--- src/common/video_pkg.sv ---
package video_pkg;

	// DRAM word address width
	localparam int VADDR_W = 21;

	// screen mode codes as written by the CPU, 6 and 7 are illegal
	typedef enum logic [2:0] {
		MODE_ZX      = 3'd0,
		MODE_P_HMCLR = 3'd1,
		MODE_P_16C   = 3'd2,
		MODE_A_16C   = 3'd3,
		MODE_A_HMCLR = 3'd4,
		MODE_A_TEXT  = 3'd5
	} mode_code_t;

	// decoded mode, exactly one flag set
	typedef struct packed {
		logic zx;       // standard spectrum screen
		logic p_16c;    // pentagon 16 colours
		logic p_hmclr;  // pentagon hardware multicolor
		logic a_gfx;    // atm 16c and atm multicolor share one sequence
		logic a_text;   // atm text
		logic scr_page; // which screen to fetch
	} video_mode_t;

	// one word back from DRAM
	typedef struct packed {
		logic [15:0] data;
		logic        kind; // 0 pixel or char, 1 attribute or second plane
	} fetch_word_t;

endpackage

--- src/source/video_apb_regs.sv ---
`timescale 1ns/1ps

module video_apb_regs
	import video_pkg::*;
(
	input  logic        clk,
	input  logic        reset,
	input  logic        psel,
	input  logic        penable,
	input  logic        pwrite,
	input  logic [3:0]  paddr,
	input  logic [31:0] pwdata,
	output logic [31:0] prdata,
	output logic        pready,
	output logic        pslverr,
	output mode_code_t  req_mode,
	output logic        req_page
);

	localparam logic [3:0] ADDR_MODE = 4'h0;
	localparam logic [3:0] ADDR_PAGE = 4'h4;

	logic access;
	logic sel_mode;
	logic sel_page;
	logic bad_code;
	logic bad_access;

	assign access   = psel & penable; // second cycle of the transfer
	assign sel_mode = (paddr == ADDR_MODE);
	assign sel_page = (paddr == ADDR_PAGE);

	// codes 6 and 7 have no screen mode behind them
	assign bad_code = (pwdata[2:1] == 2'b11);

	assign bad_access = ~(sel_mode | sel_page) | (pwrite & sel_mode & bad_code);

	assign pready  = 1'b1; // never waits
	assign pslverr = access & bad_access;

	always_ff @(posedge clk)
	begin
		if (reset)
		begin
			req_mode <= MODE_ZX;
			req_page <= 1'b0;
		end
		else if (access && pwrite && !bad_access)
		begin
			if (sel_mode)
				req_mode <= mode_code_t'(pwdata[2:0]);
			if (sel_page)
				req_page <= pwdata[0];
		end
	end

	// read mux, unused bits read as zero
	always_comb
	begin
		prdata = 32'h0;
		if (sel_mode)
			prdata[2:0] = req_mode;
		else if (sel_page)
			prdata[0] = req_page;
	end

endmodule

--- src/video/video_mode_decode.sv ---
`timescale 1ns/1ps

module video_mode_decode
	import video_pkg::*;
(
	input  logic        clk,
	input  logic        reset,
	input  logic        int_start,
	input  mode_code_t  req_mode,
	input  logic        req_page,
	output video_mode_t mode
);

	localparam video_mode_t MODE_RESET = '{zx: 1'b1, default: 1'b0};

	video_mode_t decoded;

	// one-hot flags from the requested code
	always_comb
	begin
		decoded          = '0;
		decoded.scr_page = req_page;
		case (req_mode)
			MODE_ZX:
				decoded.zx = 1'b1;
			MODE_P_HMCLR:
				decoded.p_hmclr = 1'b1;
			MODE_P_16C:
				decoded.p_16c = 1'b1;
			MODE_A_16C, MODE_A_HMCLR:
				decoded.a_gfx = 1'b1; // same fetch order for both
			MODE_A_TEXT:
				decoded.a_text = 1'b1;
			default:
				decoded.zx = 1'b1;
		endcase
	end

	// new setting only takes effect at frame start
	always_ff @(posedge clk)
	begin
		if (reset)
			mode <= MODE_RESET;
		else if (int_start)
			mode <= decoded;
	end

endmodule

--- src/video/video_addrgen.sv ---
`timescale 1ns/1ps

module video_addrgen
	import video_pkg::*;
(
	input  logic               clk,
	input  logic               reset,
	input  logic               line_start,
	input  logic               int_start,
	input  logic               vpix,
	input  logic               video_next,
	input  video_mode_t        mode,
	output logic [VADDR_W-1:0] video_addr,
	output logic               kind_next,
	output logic [2:0]         typos
);

	localparam logic [5:0] ZX_PREFIX = 6'b000001;
	localparam logic [7:0] TY_START  = 8'h37; // first row wraps to 0x38

	logic line_start_r;
	logic frame_init_r;
	logic line_init_r;
	logic line_init;
	logic gnext;
	logic tnext;
	logic ldaddr;

	logic [13:0] gctr;  // graphics word counter
	logic [7:0]  tyctr; // text row counter
	logic [6:0]  txctr; // text column counter

	logic [11:0] zx_pix;
	logic [11:0] zx_attr;
	logic [11:0] p16c_pix;

	logic [VADDR_W-1:0] addr_zx;
	logic [VADDR_W-1:0] addr_phm;
	logic [VADDR_W-1:0] addr_p16c;
	logic [VADDR_W-1:0] addr_ag;
	logic [VADDR_W-1:0] addr_at;
	logic [VADDR_W-1:0] addr_sel;

	always_ff @(posedge clk)
	begin
		if (reset)
		begin
			line_start_r <= 1'b0;
			frame_init_r <= 1'b0;
			line_init_r  <= 1'b0;
		end
		else
		begin
			line_start_r <= line_start;
			frame_init_r <= int_start;
			line_init_r  <= line_init;
		end
	end

	assign line_init = line_start_r & vpix; // only visible lines

	assign gnext  = video_next | frame_init_r;
	assign tnext  = video_next | line_init_r;
	assign ldaddr = mode.a_text ? tnext : gnext;

	always_ff @(posedge clk)
	begin
		if (reset || int_start)
			gctr <= '0;
		else if (gnext)
			gctr <= gctr + 14'd1;
	end

	always_ff @(posedge clk)
	begin
		if (reset)
			tyctr <= '0;
		else if (int_start)
			tyctr <= TY_START;
		else if (line_init)
			tyctr <= tyctr + 8'd1;
	end

	always_ff @(posedge clk)
	begin
		if (reset || line_init)
			txctr <= '0;
		else if (tnext)
			txctr <= txctr + 7'd1;
	end

	assign typos = tyctr[2:0]; // row inside the glyph

	// gctr[0] picks pixel or attribute, [4:1] column, upper bits row
	assign zx_pix   = {gctr[12:11], gctr[7:5], gctr[10:8], gctr[4:1]};
	assign zx_attr  = {3'b110, gctr[12:8], gctr[4:1]};
	assign p16c_pix = {gctr[13:12], gctr[8:6], gctr[11:9], gctr[5:2]}; // one bit up

	assign addr_zx   = {ZX_PREFIX, mode.scr_page, 2'b10, (gctr[0] ? zx_attr : zx_pix)};
	assign addr_phm  = {ZX_PREFIX, mode.scr_page, 1'b1, gctr[0], zx_pix};
	assign addr_p16c = {ZX_PREFIX, mode.scr_page, ~gctr[0], gctr[1], p16c_pix};
	assign addr_ag   = {5'b00000, ~gctr[0], mode.scr_page, 1'b1, gctr[1], gctr[13:2]};
	assign addr_at   = {5'b00000, ~txctr[0], mode.scr_page, 1'b1, txctr[1], 2'b00,
		tyctr[7:3], txctr[6:2]};

	// flags are one-hot so a plain or of the masked addresses will do
	assign addr_sel = ({VADDR_W{mode.zx}}      & addr_zx)   |
		({VADDR_W{mode.p_16c}}   & addr_p16c) |
		({VADDR_W{mode.p_hmclr}} & addr_phm)  |
		({VADDR_W{mode.a_gfx}}   & addr_ag)   |
		({VADDR_W{mode.a_text}}  & addr_at);

	// kind travels with the address it belongs to
	always_ff @(posedge clk)
	begin
		if (reset)
		begin
			video_addr <= '0;
			kind_next  <= 1'b0;
		end
		else if (ldaddr)
		begin
			video_addr <= addr_sel;
			kind_next  <= mode.a_text ? txctr[0] : gctr[0];
		end
	end

endmodule

--- src/video/video_fetch.sv ---
`timescale 1ns/1ps

module video_fetch
	import video_pkg::*;
#(
	parameter int QUEUE_DEPTH = 4
)
(
	input  logic               clk,
	input  logic               reset,
	input  logic               fetch_en,
	input  logic [VADDR_W-1:0] video_addr,
	input  logic               kind_next,
	input  logic               dram_ack,
	input  logic               dram_rvalid,
	input  logic [15:0]        dram_rdata,
	output logic               dram_req,
	output logic [VADDR_W-1:0] dram_addr,
	output logic               video_next,
	output logic               word_valid,
	output fetch_word_t        word
);

	localparam int PTR_W = $clog2(QUEUE_DEPTH);
	localparam logic [PTR_W:0] CNT_FULL = (PTR_W+1)'(QUEUE_DEPTH);

	logic             grant;
	logic [PTR_W:0]   inflight; // granted reads not yet returned
	logic [PTR_W-1:0] wr_ptr;
	logic [PTR_W-1:0] rd_ptr;
	logic             tag_mem [QUEUE_DEPTH];

	assign grant      = dram_req & dram_ack;
	assign video_next = grant; // address generator reloads on this
	assign dram_addr  = video_addr;

	// request drops for one cycle after each grant while the address reloads
	always_ff @(posedge clk)
	begin
		if (reset)
			dram_req <= 1'b0;
		else if (dram_req)
		begin
			if (dram_ack)
				dram_req <= 1'b0;
		end
		else
			dram_req <= fetch_en && (inflight < CNT_FULL);
	end

	always_ff @(posedge clk)
	begin
		if (reset)
			inflight <= '0;
		else
		begin
			case ({grant, dram_rvalid})
				2'b10:   inflight <= inflight + 1'b1;
				2'b01:   inflight <= inflight - 1'b1;
				default: inflight <= inflight;
			endcase
		end
	end

	// kind tags in grant order, returns come back in the same order
	always_ff @(posedge clk)
	begin
		if (reset)
		begin
			wr_ptr <= '0;
			rd_ptr <= '0;
		end
		else
		begin
			if (grant)
				wr_ptr <= wr_ptr + 1'b1;
			if (dram_rvalid)
				rd_ptr <= rd_ptr + 1'b1;
		end
	end

	always_ff @(posedge clk)
	begin
		if (grant)
			tag_mem[wr_ptr] <= kind_next;
	end

	always_ff @(posedge clk)
	begin
		if (reset)
			word_valid <= 1'b0;
		else
			word_valid <= dram_rvalid;
	end

	always_ff @(posedge clk)
	begin
		if (dram_rvalid)
		begin
			word.data <= dram_rdata;
			word.kind <= tag_mem[rd_ptr];
		end
	end

endmodule

--- src/source/video_fetch_top.sv ---
`timescale 1ns/1ps

module video_fetch_top
	import video_pkg::*;
#(
	parameter int QUEUE_DEPTH = 4
)
(
	input  logic               clk,
	input  logic               reset,
	input  logic               psel,
	input  logic               penable,
	input  logic               pwrite,
	input  logic [3:0]         paddr,
	input  logic [31:0]        pwdata,
	output logic [31:0]        prdata,
	output logic               pready,
	output logic               pslverr,
	input  logic               line_start,
	input  logic               int_start,
	input  logic               vpix,
	input  logic               fetch_en,
	input  logic               dram_ack,
	input  logic               dram_rvalid,
	input  logic [15:0]        dram_rdata,
	output logic               dram_req,
	output logic [VADDR_W-1:0] dram_addr,
	output logic               word_valid,
	output fetch_word_t        word,
	output logic [2:0]         typos
);

	mode_code_t         req_mode;
	logic               req_page;
	video_mode_t        mode;
	logic [VADDR_W-1:0] video_addr;
	logic               kind_next;
	logic               video_next;

	video_apb_regs u_regs (
		.clk      (clk),
		.reset    (reset),
		.psel     (psel),
		.penable  (penable),
		.pwrite   (pwrite),
		.paddr    (paddr),
		.pwdata   (pwdata),
		.prdata   (prdata),
		.pready   (pready),
		.pslverr  (pslverr),
		.req_mode (req_mode),
		.req_page (req_page)
	);

	video_mode_decode u_decode (
		.clk       (clk),
		.reset     (reset),
		.int_start (int_start),
		.req_mode  (req_mode),
		.req_page  (req_page),
		.mode      (mode)
	);

	video_addrgen u_addrgen (
		.clk        (clk),
		.reset      (reset),
		.line_start (line_start),
		.int_start  (int_start),
		.vpix       (vpix),
		.video_next (video_next),
		.mode       (mode),
		.video_addr (video_addr),
		.kind_next  (kind_next),
		.typos      (typos)
	);

	video_fetch #(
		.QUEUE_DEPTH (QUEUE_DEPTH)
	) u_fetch (
		.clk         (clk),
		.reset       (reset),
		.fetch_en    (fetch_en),
		.video_addr  (video_addr),
		.kind_next   (kind_next),
		.dram_ack    (dram_ack),
		.dram_rvalid (dram_rvalid),
		.dram_rdata  (dram_rdata),
		.dram_req    (dram_req),
		.dram_addr   (dram_addr),
		.video_next  (video_next),
		.word_valid  (word_valid),
		.word        (word)
	);

endmodule

--- config.mk ---
export PLATFORM = sky130hd
export DESIGN_NAME = video_fetch_top
export DESIGN_NICKNAME = d
export VERILOG_FILES = /design/src/common/video_pkg.sv /design/src/source/video_apb_regs.sv /design/src/video/video_mode_decode.sv /design/src/video/video_addrgen.sv /design/src/video/video_fetch.sv /design/src/source/video_fetch_top.sv
export SDC_FILE = /design/constraint.sdc
export NUM_CORES = 1
export LEC_CHECK = 0
export ABC_AREA = 1
export BUFFER_PORTS_ARGS = -buffer_cell sky130_fd_sc_hd__buf_2
export CORE_MARGIN = 2
export CORE_UTILIZATION = 57
export CTS_BUF_LIST = sky130_fd_sc_hd__clkbuf_4 sky130_fd_sc_hd__clkbuf_8
export CTS_CLUSTER_SIZE = 28
export DETAILED_ROUTE_END_ITERATION = 8
export PLACE_DENSITY_LB_ADDON = 0.15
export SYNTH_ARGS = -nofsm -noshare
export SYNTH_HDL_FRONTEND = slang
export SYNTH_SLANG_ARGS = --single-unit
--- constraint.sdc ---
create_clock -name clk -period 5.2 [get_ports clk]
set_clock_uncertainty 0.1 [all_clocks]
set_input_delay 1.3 -clock clk [delete_from_list [all_inputs] [get_ports clk]]
set_output_delay 1.3 -clock clk [all_outputs]
set_load 0.02 [all_outputs]
==> qor.yml <==
multi_input_area_um2: 1821
p_switching_uw: 396.8
cp_slowest_stage_delay_ns: 0.20
syn_area_um2: 4289
antenna_found_initial: 0
hold_path.startpoint: "u_fetch.inflight[0]"
first_pass_iters: 5
grt_max_degree: 35
tightest_slew_ns: 0.8904
start_util_pct: 59.13
cts_root_buffer: "clkbuf_8"
worstPathRequired_ns: 3.80
postCtsSetupBuffers: 0
place_congestion: 0.9435
worstHoldPathCells: 1
critPathArrivalTime_ns: 2.28
cts_resized: 0
drt-total-wl_mm: 8.864
io_pins: 140
top_usage_layer: "met2"
dpl.hpwl_mm: 6.652
synth_seq_area_share_pct: 46.44
drc: 0
tritoncts: "built"
syn_area_per_cell_um2: 7.700
p_per_area_nw_per_um2: 306.4
period_share_pct: 70.69
totalNegativeSetupSlack_ns: 0
min_to: "u_fetch.inflight[0]"
hold_viol: 0
final_cell_mix: "113 x nand2_1, 88 x nor2_1, 75 x buf_2"
max-cap-violations: 0
cts_hold_buf: 0
routedWlPerCell_um: 12.08
slew_viol_final: 0
switching_share_pct: 26.91
hp-class: "flip-flop to flip-flop"
hold_ws_ns: 0.3711
gr-total-overflow: 0
ant_nets: 0
fillers: 665
synth_cells: 557
cts_made_buffers: 9
core_area_um2: 7253
insertion_delay_ns: 0.36
final_common_cell: "nand2_1"
cp_slowest_cell: "nor2_1"
grt_use_total_pct: 22.91
synth_cell_types: 40
syn_to_final_growth_pct: 12.22
post-place-ws_ns: 1.529
viasPerCell: 4.971
nNetsFinal: 702
comb_power_share_pct: 12.6
path_max_fanout: 4
reg2reg_depth: 8
slew_headroom_pct: 40.57
worstSetupStartpointType: "primary input"
die_h_um: 90.75
drive_gt1_share_pct: 16.22
timing.rr.end: "u_fetch.inflight[2]"
p_clk_share_pct: 35.6
worst_r2r_startpoint: "u_fetch.dram_req"
vias: 3649
seqPwrFrac_pct: 51.7
intPower_uw: 1078
die_w_um: 90.75
p_leak_uw: 0.002158
num_rows: 31
drt-initial-drc-count: 179
worstSetupPathType: "primary input to output port"
htree_levels: 3
grt_pass1_vias: 3385
yosysWarnings: 0
maxClockFrequency_mhz: 272.0
final-seq-area_um2: 1992
path_cells: "buf_2 -> nor2_1 -> nand2_1 -> nor2_1 -> inv_1 -> o21ai_0 -> buf_2"
met2_usage_pct: 38.68
cts_buffer_depth: 2
ys_seq_elements: 89
ir_worst_vdd_v: 0.0001819
rsz0062_at_grt: "false"
cts_num_sinks: 89
period_minus_slack_ns: 3.676
setup_viol: 0
grt_pass1_wl_mm: 15.33
diodes: 0
ff2ff_setup_slack_ns: 3.22
io_buffers: 75
layout_setup_ws_ns: 1.524
end_kind: "output port"
met3_usage_pct: 4.341
clk_pin_slew_ns: 0.09
status: "finished clean"
grtUsageMet1_pct: 29.42
die-area_um2: 8235
## routing by layer
layer	vias to the layer above	part of all wire, %
met2	102	47
li1	1871	-
met1	1665	46
met4	0	1.4
met3	11	5.2
met5	-	0
## flip-flops by register name, indices dropped and copies added, names as in the netlist
name / cells
u_fetch.rd_ptr: 2
u_addrgen.gctr: 14
u_regs.req_page: 1
u_fetch.inflight: 3
u_addrgen.kind_next: 1
u_decode.mode: 6
u_fetch.word_valid: 1
u_fetch.wr_ptr: 2
u_regs.req_mode: 3
u_addrgen.video_addr: 16
u_addrgen.line_init_r: 1
u_addrgen.txctr: 7
u_addrgen.frame_init_r: 1
u_fetch.tag_mem: 4
u_addrgen.tyctr: 8
u_fetch.dram_req: 1
u_fetch.word: 17
u_addrgen.line_start_r: 1
## critical path, delay by kind of cell
family | cells | cell delay (ns)
buffers and inverters | 3 | 0.40
AO/OA/AOI/OAI | 1 | 0.16
AND/OR/NAND/NOR | 3 | 0.41
## kinds of logic after synthesis
family                     after synthesis  synth area share (%)
AOI/OAI and AO/OA                       92                 12.40
xor gates and xnor gates                 1                0.2042
adders and majority gates                9                 2.801
buffers and inverters                  119                 14.00
DFF                                     89                 46.44
other                                    2                0.1751
and+or+nand+nor                        245                 23.98
## layout make-up
type / instances / share of cell area, %
tap: 99 / 2.573
sequential: 89 / 41.38
timing repair buffer: 76 / 7.954
clock buffer: 10 / 2.729
inverter: 72 / 5.615
multi-input combinational: 382 / 37.82
clock inverter: 6 / 1.924
## stage by stage
| step | util (%) | cell area (um2) | std cells | power (uW) |
|---|---|---|---|---|
| 2_1_floorplan | - | 4413 | 590 | 927.8 |
| 3_3_place_gp | 63.27 | 4589 | 718 | 960.5 |
| 3_5_place_dp | 63.27 | 4589 | 718 | 965.4 |
| 4_1_cts | 66.36 | 4813 | 734 | 1490 |
| 5_1_grt | 66.36 | 4813 | 734 | 1549 |
| 6_report | 66.36 | 4813 | 734 | 1475 |
## power groups by stage
stage	Clock (uW)	Sequential (uW)	Combinational (uW)
6_report	525	763	186
5_1_grt	574	768	208
4_1_cts	539	763	188
3_5_place_dp	0	779	186
3_3_place_gp	0	778	183
2_1_floorplan	0	809	119
## cells in the mapped netlist (all sizes together)
cell / n / share of area [%]
nand2: 116 / 11
nand3: 16 / 1.9
a31oi: 2 / 0.29
a22oi: 3 / 0.53
clkbuf: 3 / 0.29
o2111ai: 1 / 0.20
nor3: 4 / 0.47
o211ai: 3 / 0.53
o21bai: 2 / 0.35
fa: 1 / 0.47
conb: 2 / 0.18
inv: 71 / 6.2
o22ai: 4 / 0.58
o21ai: 45 / 5.8
edfxtp: 21 / 15
o32ai: 1 / 0.20
nor2: 92 / 8.5
nor3b: 1 / 0.18
ha: 8 / 2.3
nand4: 14 / 2.0
o221ai: 2 / 0.41
nand3b: 2 / 0.35
a22o: 1 / 0.20
a211oi: 1 / 0.18
dfxtp: 68 / 32
clkinv: 1 / 0.087
buf: 44 / 7.4
xnor2: 1 / 0.20
a21oi: 27 / 3.2
## how the worst max path moves through the flow
| stage | startpoint | end | cells past startpoint | slack, ns |
|---|---|---|---|---|
| after detailed placement | paddr[1] | prdata[0] | 7 | 1.53 |
| final | paddr[1] | prdata[0] | 7 | 1.52 |
| after floorplan | paddr[1] | prdata[0] | 5 | 1.54 |
| after global placement | paddr[1] | prdata[0] | 7 | 1.55 |
| after CTS | paddr[1] | prdata[0] | 7 | 1.52 |
| after global routing | paddr[1] | prdata[0] | 7 | 1.40 |
Power figures use the tool's default switching activity.
